### src/common/rv_pipe_config.svh
`ifndef RV_PIPE_CONFIG_SVH
`define RV_PIPE_CONFIG_SVH

// Datapath and register index widths
`define RV_XLEN 32
`define RV_REG_BITS 5

// First fetch address after reset
`define RV_RESET_PC 32'h0000_0000

// Opcode field values, bits [6:0]
`define RV_OP_RTYPE 7'b0110011
`define RV_OP_IALU 7'b0010011
`define RV_OP_LUI 7'b0110111
`define RV_OP_LOAD 7'b0000011
`define RV_OP_STORE 7'b0100011
`define RV_OP_BRANCH 7'b1100011
`define RV_OP_JAL 7'b1101111

`endif

### src/common/rv_pipe_pkg.sv
`default_nettype none

`include "rv_pipe_config.svh"

package rv_pipe_pkg;

  typedef enum logic [2:0] {
    alu_add,
    alu_sub,
    alu_and,
    alu_or,
    alu_xor,
    alu_slt,
    alu_pass_b
  } alu_op_e;

  typedef enum logic [1:0] {
    fwd_rf,
    fwd_mem,
    fwd_wb
  } fwd_sel_e;

  typedef enum logic [1:0] {
    exc_none,
    exc_illegal,
    exc_misalign
  } exc_code_e;

  // One request on the shared memory port
  typedef struct packed {
    logic [`RV_XLEN-1:0] addr;
    logic [`RV_XLEN-1:0] wdata;
    logic                re;
    logic                we;
  } bus_req_t;

  typedef struct packed {
    logic                valid;
    logic [`RV_XLEN-1:0] pc;
    logic [`RV_XLEN-1:0] instr;
  } if_id_t;

  typedef struct packed {
    logic                    valid;
    logic [`RV_XLEN-1:0]     pc;
    logic [`RV_XLEN-1:0]     imm;
    logic [`RV_REG_BITS-1:0] rs1;
    logic [`RV_REG_BITS-1:0] rs2;
    logic [`RV_XLEN-1:0]     rs1_val;
    logic [`RV_XLEN-1:0]     rs2_val;
    logic [`RV_REG_BITS-1:0] rd;
    alu_op_e                 alu_op;
    logic                    b_imm;
    logic                    rd_rs1;
    logic                    rd_rs2;
    logic                    reg_write;
    logic                    load;
    logic                    store;
    logic                    beq;
    logic                    bne;
    logic                    jump;
    exc_code_e               exc;
  } id_ex_t;

  typedef struct packed {
    logic                    valid;
    logic [`RV_XLEN-1:0]     pc;
    logic [`RV_XLEN-1:0]     alu_result;
    logic [`RV_XLEN-1:0]     store_data;
    logic [`RV_REG_BITS-1:0] rd;
    logic                    reg_write;
    logic                    load;
    logic                    store;
    exc_code_e               exc;
  } ex_mem_t;

  typedef struct packed {
    logic                    valid;
    logic [`RV_XLEN-1:0]     pc;
    logic [`RV_REG_BITS-1:0] rd;
    logic                    reg_write;
    logic [`RV_XLEN-1:0]     data;
    exc_code_e               exc;
  } mem_wb_t;

  // Completed instruction as seen at the top
  typedef struct packed {
    logic                    valid;
    logic [`RV_XLEN-1:0]     pc;
    logic                    reg_write;
    logic [`RV_REG_BITS-1:0] rd;
    logic [`RV_XLEN-1:0]     data;
    exc_code_e               exc;
  } retire_t;

endpackage

`default_nettype wire

### src/design/reg_file.sv
`timescale 1ns/1ps
`default_nettype none

`include "rv_pipe_config.svh"

module reg_file
  import rv_pipe_pkg::*;
(
  input  logic                    clk,
  input  logic [`RV_REG_BITS-1:0] rs1_addr,
  input  logic [`RV_REG_BITS-1:0] rs2_addr,
  input  mem_wb_t                 wb,
  output logic [`RV_XLEN-1:0]     rs1_data,
  output logic [`RV_XLEN-1:0]     rs2_data
);

  logic [`RV_XLEN-1:0] regs [2**`RV_REG_BITS];
  logic                wr_en;

  assign wr_en = wb.valid && wb.reg_write && (wb.exc == exc_none) && (wb.rd != '0);

  always_ff @(posedge clk) begin
    if (wr_en) begin
      regs[wb.rd] <= wb.data;
    end
  end

  // x0 is zero, a same-cycle write is passed straight through
  assign rs1_data = (rs1_addr == '0) ? '0 :
                    (wr_en && (wb.rd == rs1_addr)) ? wb.data : regs[rs1_addr];
  assign rs2_data = (rs2_addr == '0) ? '0 :
                    (wr_en && (wb.rd == rs2_addr)) ? wb.data : regs[rs2_addr];

endmodule

`default_nettype wire

### src/design/mem_arbiter.sv
`timescale 1ns/1ps
`default_nettype none

`include "rv_pipe_config.svh"

module mem_arbiter
  import rv_pipe_pkg::*;
(
  input  bus_req_t            data_req,
  input  logic [`RV_XLEN-1:0] fetch_addr,
  output logic                fetch_grant,
  output bus_req_t            bus_req
);

  logic data_active;

  // Data side takes the port whenever it strobes
  assign data_active = data_req.re || data_req.we;
  assign fetch_grant = !data_active;

  always_comb begin
    if (data_active) begin
      bus_req = data_req;
    end else begin
      bus_req.addr  = fetch_addr;
      bus_req.wdata = '0;
      bus_req.re    = 1'b1;
      bus_req.we    = 1'b0;
    end
  end

endmodule

`default_nettype wire

### src/design/hazard_unit.sv
`timescale 1ns/1ps
`default_nettype none

`include "rv_pipe_config.svh"

module hazard_unit
  import rv_pipe_pkg::*;
(
  input  id_ex_t                  id_ex,
  input  logic [`RV_REG_BITS-1:0] rs1_addr,
  input  logic [`RV_REG_BITS-1:0] rs2_addr,
  input  ex_mem_t                 ex_mem,
  input  mem_wb_t                 mem_wb,
  input  logic                    redirect_valid,
  output fwd_sel_e                a_sel,
  output fwd_sel_e                b_sel,
  output logic                    load_stall,
  output logic                    flush,
  output logic [`RV_XLEN-1:0]     wb_fwd_data
);

  logic mem_writes;
  logic wb_writes;

  assign mem_writes = ex_mem.valid && ex_mem.reg_write && (ex_mem.rd != '0);
  assign wb_writes  = mem_wb.valid && mem_wb.reg_write && (mem_wb.exc == exc_none) &&
                      (mem_wb.rd != '0);

  // Nearest producer wins
  function automatic fwd_sel_e src(input logic used, input logic [`RV_REG_BITS-1:0] rs,
                                   input logic mem_hit, input logic [`RV_REG_BITS-1:0] mem_rd,
                                   input logic wb_hit, input logic [`RV_REG_BITS-1:0] wb_rd);
    if (used && mem_hit && (mem_rd == rs)) begin
      return fwd_mem;
    end else if (used && wb_hit && (wb_rd == rs)) begin
      return fwd_wb;
    end
    return fwd_rf;
  endfunction

  assign a_sel = src(id_ex.rd_rs1, id_ex.rs1, mem_writes, ex_mem.rd, wb_writes, mem_wb.rd);
  assign b_sel = src(id_ex.rd_rs2, id_ex.rs2, mem_writes, ex_mem.rd, wb_writes, mem_wb.rd);

  // Load in EX whose result decode wants next cycle
  assign load_stall = id_ex.valid && id_ex.load && (id_ex.rd != '0) &&
                      ((id_ex.rd == rs1_addr) || (id_ex.rd == rs2_addr));

  assign flush       = redirect_valid;
  assign wb_fwd_data = mem_wb.data;

endmodule

`default_nettype wire

### src/design/mem_stage.sv
`timescale 1ns/1ps
`default_nettype none

`include "rv_pipe_config.svh"

module mem_stage
  import rv_pipe_pkg::*;
(
  input  logic                clk,
  input  logic                rst,
  input  ex_mem_t             ex_mem,
  input  logic [`RV_XLEN-1:0] data_rdata,
  output bus_req_t            data_req,
  output logic [`RV_XLEN-1:0] mem_fwd_data,
  output mem_wb_t             mem_wb
);

  logic    access;
  logic    misaligned;
  logic    issue;
  mem_wb_t wb_next;

  // Word accesses only, low address bits must be zero
  assign access     = ex_mem.valid && (ex_mem.load || ex_mem.store);
  assign misaligned = access && (ex_mem.alu_result[1:0] != 2'b00);
  assign issue      = !misaligned && (ex_mem.exc == exc_none);

  assign data_req.addr  = ex_mem.alu_result;
  assign data_req.wdata = ex_mem.store_data;
  assign data_req.re    = ex_mem.valid && ex_mem.load && issue;
  assign data_req.we    = ex_mem.valid && ex_mem.store && issue;

  assign mem_fwd_data = ex_mem.alu_result;

  always_comb begin
    wb_next.valid     = ex_mem.valid;
    wb_next.pc        = ex_mem.pc;
    wb_next.rd        = ex_mem.rd;
    wb_next.reg_write = ex_mem.reg_write && !misaligned;
    wb_next.data      = ex_mem.load ? data_rdata : ex_mem.alu_result;
    wb_next.exc       = misaligned ? exc_misalign : ex_mem.exc;
  end

  always_ff @(posedge clk) begin
    if (rst) begin
      mem_wb <= '0;
    end else begin
      mem_wb <= wb_next;
    end
  end

endmodule

`default_nettype wire

### src/fetch/fetch_unit.sv
`timescale 1ns/1ps
`default_nettype none

`include "rv_pipe_config.svh"

module fetch_unit
  import rv_pipe_pkg::*;
(
  input  logic                clk,
  input  logic                rst,
  input  logic                fetch_grant,
  input  logic [`RV_XLEN-1:0] fetch_rdata,
  input  logic                load_stall,
  input  logic                flush,
  input  logic                redirect_valid,
  input  logic [`RV_XLEN-1:0] redirect_pc,
  output logic [`RV_XLEN-1:0] fetch_addr,
  output if_id_t              if_id
);

  logic [`RV_XLEN-1:0] pc;

  assign fetch_addr = pc;

  always_ff @(posedge clk) begin
    if (rst) begin
      pc          <= `RV_RESET_PC;
      if_id.valid <= 1'b0;
    end else begin
      // Redirect wins, otherwise move on only when the port was ours
      if (redirect_valid) begin
        pc <= redirect_pc;
      end else if (fetch_grant && !load_stall) begin
        pc <= pc + `RV_XLEN'd4;
      end

      // Held on load-use, bubble when flushed or not granted
      if (flush) begin
        if_id.valid <= 1'b0;
      end else if (!load_stall) begin
        if_id.valid <= fetch_grant;
        if_id.pc    <= pc;
        if_id.instr <= fetch_rdata;
      end
    end
  end

endmodule

`default_nettype wire

### src/decode/decode_unit.sv
`timescale 1ns/1ps
`default_nettype none

`include "rv_pipe_config.svh"

module decode_unit
  import rv_pipe_pkg::*;
(
  input  logic                    clk,
  input  logic                    rst,
  input  if_id_t                  if_id,
  input  logic [`RV_XLEN-1:0]     rs1_data,
  input  logic [`RV_XLEN-1:0]     rs2_data,
  input  logic                    load_stall,
  input  logic                    flush,
  output logic [`RV_REG_BITS-1:0] rs1_addr,
  output logic [`RV_REG_BITS-1:0] rs2_addr,
  output id_ex_t                  id_ex
);

  logic [`RV_XLEN-1:0] instr;
  logic [6:0]          opcode;
  logic [2:0]          funct3;
  logic [6:0]          funct7;
  logic [`RV_XLEN-1:0] imm_i;
  logic [`RV_XLEN-1:0] imm_s;
  logic [`RV_XLEN-1:0] imm_b;
  logic [`RV_XLEN-1:0] imm_u;
  logic [`RV_XLEN-1:0] imm_j;
  logic                legal;
  id_ex_t              dec;

  assign instr  = if_id.instr;
  assign opcode = instr[6:0];
  assign funct3 = instr[14:12];
  assign funct7 = instr[31:25];

  // Immediate formats
  assign imm_i = {{20{instr[31]}}, instr[31:20]};
  assign imm_s = {{20{instr[31]}}, instr[31:25], instr[11:7]};
  assign imm_b = {{19{instr[31]}}, instr[31], instr[7], instr[30:25], instr[11:8], 1'b0};
  assign imm_u = {instr[31:12], 12'b0};
  assign imm_j = {{11{instr[31]}}, instr[31], instr[19:12], instr[20], instr[30:21], 1'b0};

  always_comb begin
    dec        = '0;
    legal      = 1'b1;
    dec.valid  = if_id.valid;
    dec.pc     = if_id.pc;
    dec.rd     = instr[11:7];
    dec.alu_op = alu_add;
    case (opcode)
      `RV_OP_RTYPE: begin
        dec.rd_rs1    = 1'b1;
        dec.rd_rs2    = 1'b1;
        dec.reg_write = 1'b1;
        case ({funct7, funct3})
          {7'b0000000, 3'b000}: dec.alu_op = alu_add;
          {7'b0100000, 3'b000}: dec.alu_op = alu_sub;
          {7'b0000000, 3'b111}: dec.alu_op = alu_and;
          {7'b0000000, 3'b110}: dec.alu_op = alu_or;
          {7'b0000000, 3'b100}: dec.alu_op = alu_xor;
          {7'b0000000, 3'b010}: dec.alu_op = alu_slt;
          default:              legal      = 1'b0;
        endcase
      end
      `RV_OP_IALU: begin
        // ADDI only
        dec.rd_rs1    = 1'b1;
        dec.reg_write = 1'b1;
        dec.b_imm     = 1'b1;
        dec.imm       = imm_i;
        legal         = (funct3 == 3'b000);
      end
      `RV_OP_LUI: begin
        dec.reg_write = 1'b1;
        dec.b_imm     = 1'b1;
        dec.imm       = imm_u;
        dec.alu_op    = alu_pass_b;
      end
      `RV_OP_LOAD: begin
        dec.rd_rs1    = 1'b1;
        dec.reg_write = 1'b1;
        dec.load      = 1'b1;
        dec.b_imm     = 1'b1;
        dec.imm       = imm_i;
        legal         = (funct3 == 3'b010);
      end
      `RV_OP_STORE: begin
        dec.rd_rs1 = 1'b1;
        dec.rd_rs2 = 1'b1;
        dec.store  = 1'b1;
        dec.b_imm  = 1'b1;
        dec.imm    = imm_s;
        dec.rd     = '0;
        legal      = (funct3 == 3'b010);
      end
      `RV_OP_BRANCH: begin
        dec.rd_rs1 = 1'b1;
        dec.rd_rs2 = 1'b1;
        dec.imm    = imm_b;
        dec.rd     = '0;
        dec.beq    = (funct3 == 3'b000);
        dec.bne    = (funct3 == 3'b001);
        legal      = (funct3 == 3'b000) || (funct3 == 3'b001);
      end
      `RV_OP_JAL: begin
        dec.reg_write = 1'b1;
        dec.jump      = 1'b1;
        dec.imm       = imm_j;
      end
      default: legal = 1'b0;
    endcase

    // Illegal encodings travel on as inert instructions
    if (!legal) begin
      dec.rd_rs1    = 1'b0;
      dec.rd_rs2    = 1'b0;
      dec.reg_write = 1'b0;
      dec.load      = 1'b0;
      dec.store     = 1'b0;
      dec.beq       = 1'b0;
      dec.bne       = 1'b0;
      dec.jump      = 1'b0;
      dec.exc       = exc_illegal;
    end
    if (!if_id.valid) begin
      dec = '0;
    end

    // Unused source reads as x0 so hazards see only real reads
    dec.rs1     = dec.rd_rs1 ? instr[19:15] : '0;
    dec.rs2     = dec.rd_rs2 ? instr[24:20] : '0;
    dec.rs1_val = rs1_data;
    dec.rs2_val = rs2_data;
  end

  assign rs1_addr = dec.rs1;
  assign rs2_addr = dec.rs2;

  always_ff @(posedge clk) begin
    if (rst || load_stall || flush) begin
      id_ex <= '0;
    end else begin
      id_ex <= dec;
    end
  end

endmodule

`default_nettype wire

### src/execute/execute_unit.sv
`timescale 1ns/1ps
`default_nettype none

`include "rv_pipe_config.svh"

module execute_unit
  import rv_pipe_pkg::*;
(
  input  logic                clk,
  input  logic                rst,
  input  id_ex_t              id_ex,
  input  fwd_sel_e            a_sel,
  input  fwd_sel_e            b_sel,
  input  logic [`RV_XLEN-1:0] mem_fwd_data,
  input  logic [`RV_XLEN-1:0] wb_fwd_data,
  output ex_mem_t             ex_mem,
  output logic                redirect_valid,
  output logic [`RV_XLEN-1:0] redirect_pc
);

  logic [`RV_XLEN-1:0] op_a;
  logic [`RV_XLEN-1:0] op_b_reg;
  logic [`RV_XLEN-1:0] op_b;
  logic [`RV_XLEN-1:0] alu_out;
  logic [`RV_XLEN-1:0] pc_plus4;
  logic                equal;
  logic                taken;
  ex_mem_t             ex_next;

  function automatic logic [`RV_XLEN-1:0] pick(input fwd_sel_e sel,
                                              input logic [`RV_XLEN-1:0] rf_val,
                                              input logic [`RV_XLEN-1:0] mem_val,
                                              input logic [`RV_XLEN-1:0] wb_val);
    case (sel)
      fwd_mem: return mem_val;
      fwd_wb:  return wb_val;
      default: return rf_val;
    endcase
  endfunction

  // Forwarded operands feed the ALU, compare and store data alike
  assign op_a     = pick(a_sel, id_ex.rs1_val, mem_fwd_data, wb_fwd_data);
  assign op_b_reg = pick(b_sel, id_ex.rs2_val, mem_fwd_data, wb_fwd_data);
  assign op_b     = id_ex.b_imm ? id_ex.imm : op_b_reg;
  assign pc_plus4 = id_ex.pc + `RV_XLEN'd4;

  // ====================
  // ALU
  // ====================
  always_comb begin
    case (id_ex.alu_op)
      alu_sub:    alu_out = op_a - op_b;
      alu_and:    alu_out = op_a & op_b;
      alu_or:     alu_out = op_a | op_b;
      alu_xor:    alu_out = op_a ^ op_b;
      alu_slt:    alu_out = {{(`RV_XLEN-1){1'b0}}, $signed(op_a) < $signed(op_b)};
      alu_pass_b: alu_out = op_b;
      default:    alu_out = op_a + op_b;
    endcase
  end

  // ====================
  // Branch and jump
  // ====================
  assign equal = (op_a == op_b_reg);
  assign taken = id_ex.jump || (id_ex.beq && equal) || (id_ex.bne && !equal);

  assign redirect_valid = id_ex.valid && taken;
  assign redirect_pc    = id_ex.pc + id_ex.imm;

  always_comb begin
    ex_next.valid      = id_ex.valid;
    ex_next.pc         = id_ex.pc;
    ex_next.alu_result = id_ex.jump ? pc_plus4 : alu_out;
    ex_next.store_data = op_b_reg;
    ex_next.rd         = id_ex.rd;
    ex_next.reg_write  = id_ex.reg_write;
    ex_next.load       = id_ex.load;
    ex_next.store      = id_ex.store;
    ex_next.exc        = id_ex.exc;
  end

  always_ff @(posedge clk) begin
    if (rst) begin
      ex_mem <= '0;
    end else begin
      ex_mem <= ex_next;
    end
  end

endmodule

`default_nettype wire

### src/design/rv_pipe_top.sv
`timescale 1ns/1ps
`default_nettype none

`include "rv_pipe_config.svh"

module rv_pipe_top
  import rv_pipe_pkg::*;
(
  input  logic                clk,
  input  logic                rst,
  output bus_req_t            bus_req,
  input  logic [`RV_XLEN-1:0] bus_rdata,
  output retire_t             retire
);

  if_id_t                  if_id;
  id_ex_t                  id_ex;
  ex_mem_t                 ex_mem;
  mem_wb_t                 mem_wb;
  bus_req_t                data_req;
  logic [`RV_XLEN-1:0]     fetch_addr;
  logic                    fetch_grant;
  logic [`RV_REG_BITS-1:0] rs1_addr;
  logic [`RV_REG_BITS-1:0] rs2_addr;
  logic [`RV_XLEN-1:0]     rs1_data;
  logic [`RV_XLEN-1:0]     rs2_data;
  fwd_sel_e                a_sel;
  fwd_sel_e                b_sel;
  logic [`RV_XLEN-1:0]     mem_fwd_data;
  logic [`RV_XLEN-1:0]     wb_fwd_data;
  logic                    load_stall;
  logic                    flush;
  logic                    redirect_valid;
  logic [`RV_XLEN-1:0]     redirect_pc;

  // ====================
  // Pipeline stages
  // ====================
  fetch_unit fetch_unit_i (
    .clk            (clk),
    .rst            (rst),
    .fetch_grant    (fetch_grant),
    .fetch_rdata    (bus_rdata),
    .load_stall     (load_stall),
    .flush          (flush),
    .redirect_valid (redirect_valid),
    .redirect_pc    (redirect_pc),
    .fetch_addr     (fetch_addr),
    .if_id          (if_id)
  );

  decode_unit decode_unit_i (
    .clk        (clk),
    .rst        (rst),
    .if_id      (if_id),
    .rs1_data   (rs1_data),
    .rs2_data   (rs2_data),
    .load_stall (load_stall),
    .flush      (flush),
    .rs1_addr   (rs1_addr),
    .rs2_addr   (rs2_addr),
    .id_ex      (id_ex)
  );

  reg_file reg_file_i (
    .clk      (clk),
    .rs1_addr (rs1_addr),
    .rs2_addr (rs2_addr),
    .wb       (mem_wb),
    .rs1_data (rs1_data),
    .rs2_data (rs2_data)
  );

  execute_unit execute_unit_i (
    .clk            (clk),
    .rst            (rst),
    .id_ex          (id_ex),
    .a_sel          (a_sel),
    .b_sel          (b_sel),
    .mem_fwd_data   (mem_fwd_data),
    .wb_fwd_data    (wb_fwd_data),
    .ex_mem         (ex_mem),
    .redirect_valid (redirect_valid),
    .redirect_pc    (redirect_pc)
  );

  mem_stage mem_stage_i (
    .clk          (clk),
    .rst          (rst),
    .ex_mem       (ex_mem),
    .data_rdata   (bus_rdata),
    .data_req     (data_req),
    .mem_fwd_data (mem_fwd_data),
    .mem_wb       (mem_wb)
  );

  // ====================
  // Control and memory port
  // ====================
  hazard_unit hazard_unit_i (
    .id_ex          (id_ex),
    .rs1_addr       (rs1_addr),
    .rs2_addr       (rs2_addr),
    .ex_mem         (ex_mem),
    .mem_wb         (mem_wb),
    .redirect_valid (redirect_valid),
    .a_sel          (a_sel),
    .b_sel          (b_sel),
    .load_stall     (load_stall),
    .flush          (flush),
    .wb_fwd_data    (wb_fwd_data)
  );

  mem_arbiter mem_arbiter_i (
    .data_req    (data_req),
    .fetch_addr  (fetch_addr),
    .fetch_grant (fetch_grant),
    .bus_req     (bus_req)
  );

  // Writeback slot is the retire view
  assign retire.valid     = mem_wb.valid;
  assign retire.pc        = mem_wb.pc;
  assign retire.reg_write = mem_wb.reg_write;
  assign retire.rd        = mem_wb.rd;
  assign retire.data      = mem_wb.data;
  assign retire.exc       = mem_wb.exc;

endmodule

`default_nettype wire

### config.mk
export PLATFORM = sky130hd
export DESIGN_NAME = rv_pipe_top
export DESIGN_NICKNAME = d
export VERILOG_FILES = /design/src/common/rv_pipe_pkg.sv /design/src/design/reg_file.sv /design/src/design/mem_arbiter.sv /design/src/design/hazard_unit.sv /design/src/design/mem_stage.sv /design/src/fetch/fetch_unit.sv /design/src/decode/decode_unit.sv /design/src/execute/execute_unit.sv /design/src/design/rv_pipe_top.sv
export VERILOG_INCLUDE_DIRS = /design/src /design/src/common
export SDC_FILE = /design/constraint.sdc
export NUM_CORES = 2
export LEC_CHECK = 0
export BUFFER_PORTS_ARGS = -buffer_cell sky130_fd_sc_hd__clkbuf_2
export CORE_UTILIZATION = 60
export CTS_CLUSTER_SIZE = 8
export DETAILED_ROUTE_END_ITERATION = 8
export HOLD_SLACK_MARGIN = 0.03
export PLACE_DENSITY = 0.81
export SKIP_LAST_GASP = 1
export SLEW_MARGIN = 20
export SYNTH_ARGS = -nofsm -noshare
export SYNTH_HDL_FRONTEND = slang
export SYNTH_SLANG_ARGS = --single-unit
### constraint.sdc
create_clock -name clk -period 11.4 [get_ports clk]
set_clock_uncertainty 0.15 [all_clocks]
set_input_delay 1.14 -clock clk [delete_from_list [all_inputs] [get_ports clk]]
set_output_delay 1.14 -clock clk [all_outputs]
set_load 0.02 [all_outputs]
After elaboration in Yosys (flattened, before gate mapping)
Memory sizes are Yosys's and may differ from the RTL's. A register that Yosys moved wholly into a read port is not among the register bits.
Index checks and enable logic that the tools add are counted.
Operators by class
  equal/unequal tests: 31
  mux-type cells: 40
  reduce and logical (&&, ||, !) cells: 69
  magnitude comparators: 1
  $add $sub $neg: 5
  divide/modulo/power cells: 0
  shift-type cells: 0
  multipliers: 0
  bitwise gates (word level): 9
Operators by type and width (count)
  one-hot mux 32 bit (6 select lines): 1
  2-to-1 mux 32 bit: 5
  one-hot mux 32 bit (5 select lines): 1
  2-to-1 mux 158 bit: 1
  one-hot mux 32 bit (2 select lines): 2
  2-to-1 mux 66 bit: 1
  adder 32 x 3 -> 32 bit (second input constant): 2
  adder 32 bit: 2
  AND 32 bit: 1
  == test 32 bit: 1
  less-than comparator 32 bit: 1
  bitwise OR 32 bit: 1
  subtractor 32 bit: 1
  bitwise XOR 32 bit: 1
  == test 10 x 3 -> 1 bit (second input constant): 3
  == test 5 bit: 6
  logical AND 1 bit: 28
  == test 7 x 6 -> 1 bit (second input constant): 3
  OR reduction 2 bit: 9
  2-to-1 mux 2 bit: 8
  2-to-1 mux 5 bit: 3
  one-hot mux 3 bit (5 select lines): 1
  nonzero test 5 bit: 3
  == test 7 bit (second input constant): 2
  other kinds (26): 68
Storage, ports and cells
  bits in writable memories: 1024
  bits in registers: 371
  memories: 1
  bits in latches: 0
  bits in read-only memories: 0
Memories
  reg_file_i.regs: words 32, width 32, rd ports 2, clocked after memory_dff 2, wr ports 1, line reg_file.sv:17  | logic [`RV_XLEN-1:0] regs [2**`RV_REG_BITS];

Depth between registers and ports, before layout
  depth in word-level cells: 17
  depth in mapped cells: 26

By module
A second synthesis with hierarchy kept.
Second synthesis, totals
  cell total of the unflattened synthesis: 5510
  area, all modules: 73734.5 um^2
By module, submodules not included
  reg_file: seq. area each 30749.5 um^2, area each 48360.1 um^2, times used 1, cells an instance 2599
  execute_unit: seq. area each 2142.1 um^2, area each 12061.6 um^2, times used 1, cells an instance 1688
  decode_unit: seq. area each 3143.0 um^2, area each 4967.3 um^2, times used 1, cells an instance 470
  fetch_unit: seq. area each 2582.5 um^2, area each 3890.0 um^2, times used 1, cells an instance 301
  mem_stage: seq. area each 1461.4 um^2, area each 3049.2 um^2, times used 1, cells an instance 290
  mem_arbiter: seq. area each 0.0 um^2, area each 744.5 um^2, times used 1, cells an instance 74
  hazard_unit: seq. area each 0.0 um^2, area each 661.9 um^2, times used 1, cells an instance 88

Worst setup path after synthesis
Ideal clock, no wire load.
  path type: register to register
  from: register, netlist name mem_stage_i.mem_wb[35]
  to: register, netlist name execute_unit_i.ex_mem[72]
  clock period less this slack: 6.067 ns
  arrival time: 5.801 ns
  cell stages (with the launch flop): 23
  setup time: 0.116 ns
  slack: 5.333 ns
  cell sequence: dfxtp_1 -> clkbuf_1 -> xnor2_1 -> and2_0 -> clkbuf_1 -> buf_1 -> clkbuf_1 -> nand4_1 -> a31o_2 -> o21ai_0 -> inv_1 -> ha_1 -> clkbuf_1 -> nor3b_1 -> o21ai_0 -> a21oi_1 -> a21oi_1 -> o31ai_1 -> o41ai_1 -> a2111oi_0 -> mux2i_1 -> a221o_1 -> a31o_2
Between the ends
  longest elaborated chain between the ends: 13
  elaborated cells on any way between the ends: 28
  those cells by class: 2 x add/sub; 6 x eq/ne; 11 x mux; 3 x bitwise; 6 x reduce/logical
RTL lines
  nonzero test 5 bit: line hazard_unit.sv:27  | (mem_wb.rd != '0);
  logical AND 1 bit: line hazard_unit.sv:26  | assign wb_writes = mem_wb.valid && mem_wb.reg_write && (mem_wb.exc == exc_none) &&
  logical AND 1 bit (2 in series): line hazard_unit.sv:35  | end else if (used && wb_hit && (wb_rd == rs)) begin
  2-to-1 mux 1 bit: line hazard_unit.sv:35
  2-to-1 mux 1 bit: line hazard_unit.sv:33  | if (used && mem_hit && (mem_rd == rs)) begin
  2-to-1 mux 2 bit: line hazard_unit.sv:38  | return fwd_rf;
  == test 2 bit or == test 2 x 1 -> 1 bit (tied branches): line execute_unit.sv:34  | case (sel)
  one-hot mux 32 bit (2 select lines): line execute_unit.sv:34
  2-to-1 mux 32 bit: line execute_unit.sv:44  | assign op_b = id_ex.b_imm ? id_ex.imm : op_b_reg;
  adder 32 bit, or another cell as far along: line execute_unit.sv:58  | default: alu_out = op_a + op_b;
  one-hot mux 32 bit (6 select lines) (*): line execute_unit.sv:51  | case (id_ex.alu_op)
  2-to-1 mux 32 bit (*): line execute_unit.sv:74  | ex_next.alu_result = id_ex.jump ? pc_plus4 : alu_out;
Every way passes the cells marked *; elsewhere a longest branch is shown, timed or not.
A chain may end at the register's enable or synchronous reset.

Worst setup path after layout
  from: register, netlist name mem_stage_i.mem_wb[38]
  to: register, netlist name execute_unit_i.ex_mem[72]
Between the ends
  longest elaborated chain between the ends: 13
  elaborated cells on any way between the ends: 28
  those cells by class: 2 x add/sub; 6 x eq/ne; 11 x mux; 3 x bitwise; 6 x reduce/logical
RTL lines (line)
  nonzero test 5 bit: hazard_unit.sv:27
  logical AND 1 bit: hazard_unit.sv:26
  logical AND 1 bit (2 in series): hazard_unit.sv:35
  2-to-1 mux 1 bit: hazard_unit.sv:35
  2-to-1 mux 1 bit: hazard_unit.sv:33
  2-to-1 mux 2 bit: hazard_unit.sv:38
  == test 2 bit or == test 2 x 1 -> 1 bit (tied branches): execute_unit.sv:34
  one-hot mux 32 bit (2 select lines): execute_unit.sv:34
  2-to-1 mux 32 bit: execute_unit.sv:44
  adder 32 bit, or another cell as far along: execute_unit.sv:58
  one-hot mux 32 bit (6 select lines) (*): execute_unit.sv:51
  2-to-1 mux 32 bit (*): execute_unit.sv:74
Marks and branches as above.

==> results.json <==
{
  "via_per_inst": 7.42,
  "cp_num_buf_inv": 4,
  "cp_max_fo": 48,
  "finalSetupViolations": 0,
  "cts.sinks": 1457,
  "cts-root-buf": "clkbuf_16",
  "worst_pin_slew_ps": 1330,
  "post_cts_resized": 0,
  "numCtsBuffers": 201,
  "io_buffers": 172,
  "failed_checks": "DRC",
  "drcViolationCount": 27,
  "ioPinCount": 173,
  "cts_buffer_depth": 3,
  "antenna_found_initial": 23,
  "avgSynthCellArea_um2": 11.1,
  "cp_cell_sequence": "or3_1, o31a_2, buf_4, and4_1, o31ai_2, nor2_1, a21oi_1, inv_1, ha_1, inv_1, ha_1, o21bai_1, a21oi_1, o21ai_0, a21oi_1, a21oi_1, o31ai_1, o41ai_1, a2111oi_0, buf_4, mux2i_1, a221o_1, a31o_2",
  "wl_per_cell_um": 35.1,
  "fp.coreArea_um2": 122000,
  "die_y_um": 354,
  "cts-htree-levels": 4,
  "ys_types": 88,
  "clkSlewWorstSetupHoldPaths_ps": 70,
  "dr.pass1.iters": 9,
  "hold_viol_final": 0,
  "crit_type": "reg -> reg",
  "syn_to_final_growth_pct": 11.7,
  "max_freq_mhz": 138,
  "final_area_um2": 82900,
  "period_share_pct": 63.7,
  "syn-cell-area_um2": 74200,
  "gp_congestion": 1.04,
  "cp.required_ps": 11940,
  "dpl-instance-area_um2": 76900,
  "rsz0062_at_grt": "no",
  "cts_tree": "done",
  "stdcell_count": 8499,
  "start_kind": "register",
  "layout_commonest_cell": "edfxtp_1",
  "wl_met3_um": 43200,
  "post_cts_buffers": 0,
  "synth_edf_count": 1088,
  "slowest_stage": "o41ai_1",
  "cp.arrival_ps": 7800,
  "ant_nets": 0,
  "die_area_um2": 125000,
  "total_power_mw": 11.7,
  "grt_pass1_vias": 60300,
  "nets": 6898,
  "p_per_area_nw_per_um2": 141,
  "leakage_nw": 28.6,
  "syn_inst": 6711,
  "grt_overflow": 0,
  "grt_pass1_wl_um": 417000,
  "hpwl_um": 180000,
  "fin_crit_ps": 7260,
  "num_rows": 128,
  "hold_buffers": 0,
  "maxCapViolCount": 0,
  "fin_tns_setup_ps": 0,
  "start_util_pct": 60.7,
  "clock_latency_ps": 840,
  "finalMaxSlewViolations": 0,
  "endpoint_kind": "register",
  "drt_iter0_markers": 11500,
  "layout_common_cells": "1088 x edfxtp_1, 703 x nand2_1, 374 x mux2i_1, 365 x dfxtp_1, 352 x a21oi_1",
  "track_usage_pct": 46.3,
  "ys_async_sr_fraction_pct": 0,
  "ys_ff_latch": 1457,
  "synth_ff_type": "edfxtp_1",
  "min_path_type": "reg -> reg",
  "status": "finished with violations",
  "dr_wl_met2_um": 126000,
  "wl_met1_um": 98400,
  "dp_cells": 8154,
  "num_vias": 63000,
  "slew_headroom_pct": 10.2,
  "grt_max_degree": 145,
  "finalWirelength_um": 298000,
  "crit_family": "compound AO/OA/AOI/OAI gates",
  "top_layer": "met5",
  "peakVddDrop_mv": 0.168,
  "cpPeakStageDelay_ps": 910,
  "die_x_um": 354,
  "yosysSeqAreaShare_pct": 54.0,
  "dpl_worst_slack_ps": 4260,
  "drive_gt1_share_pct": 14.2,
  "yosysWarnings": 0,
  "fin_ws_ps": 4140,
  "cpMostUsedCell": "a21oi_1"
}
==> through the flow <==
step / util (%) / hold WS, ps
CTS: 67.8 / 281
global placement: 63.0 / 267
finish: 67.8 / 274
detailed placement: 63.0 / 269
floorplan: - / 258
global route: 67.8 / 294
==> cells by family (layout without fill, tap and decap cells) <==
| logic type | count (synthesis) | in the layout | share of synthesized area, % |
|---|---|---|---|
| flops | 1457 | 1457 | 54.0 |
| buf+inv | 688 | 810 | 3.59 |
| fa+ha+maj | 132 | 132 | 2.24 |
| mux | 659 | 659 | 10.3 |
| simple gates | 1943 | 1943 | 12.6 |
| compound gates | 1665 | 1665 | 15.3 |
| other cells | 1 | 42 | 0.00505 |
| xor+xnor | 166 | 166 | 1.96 |
==> Yosys cell counts, types with 64 or more instances <==
library cell     n  area, um^2
a211oi_1       225        1690
nor2_1         349        1310
nand4_1         82         513
o31ai_1        110         826
and3_1          89         557
mux2_2         223        2510
mux2i_1        374        3740
a221oi_1       113         990
o311ai_0        64         561
nor2b_1        193        1210
xnor2_1        116        1020
nor3_1         126         631
clkbuf_1       477        1790
nand2_1        712        2670
nor4_1          94         588
dfxtp_1        369        7390
a31oi_1        145         907
o21ai_0        257        1290
nand3_1        123         616
edfxtp_1      1088       32700
a21oi_1        353        1770
inv_1          127         477
ha_1           131        1640
==> path summary, 6_finish.rpt <==
check | start | end | slack, ps | cells after the start
min | execute_unit_i.ex_mem[80] | mem_stage_i.mem_wb[46] | 270 | 1
max reg2reg | mem_stage_i.mem_wb[38] | execute_unit_i.ex_mem[72] | 4140 | 23
max | mem_stage_i.mem_wb[38] | execute_unit_i.ex_mem[72] | 4140 | 23
min reg2reg | execute_unit_i.ex_mem[80] | mem_stage_i.mem_wb[46] | 270 | 1
==> sequential cells by signal, summed over array words and instances, names as in the netlist <==
signal / flops
reg_file_i.regs: 1024
fetch_unit_i.fetch_addr: 32
decode_unit_i.id_ex: 157
fetch_unit_i.if_id: 65
mem_stage_i.mem_wb: 73
execute_unit_i.ex_mem: 106
==> metal layers <==
| metal | global-route usage, % | vias to the layer above |
|---|---|---|
| li1 | - | 25500 |
| met1 | 56.0 | 29900 |
| met2 | 67.7 | 5995 |
| met3 | 14.9 | 1596 |
| met4 | 38.4 | 20 |
| met5 | 0 | - |
==> final cells by class <==
class	count	area (um^2)
fillers	8609	39300
repair buffers	347	2330
multi-input cells	4597	32000
flip-flops and latches	1457	40100
diodes	10	25.0
well taps	1625	2030
clock buffers	320	5560
inverters	128	480
clock inverters	15	347
==> power by group <==
group | internal [mW] | switching, mW | leakage [nW]
sequential | 5.67 | 0.0369 | 13.0
combinational | 0.0944 | 0.226 | 12.8
clock | 3.33 | 2.33 | 2.80
No activity file was read; power rests on OpenSTA's default activity.
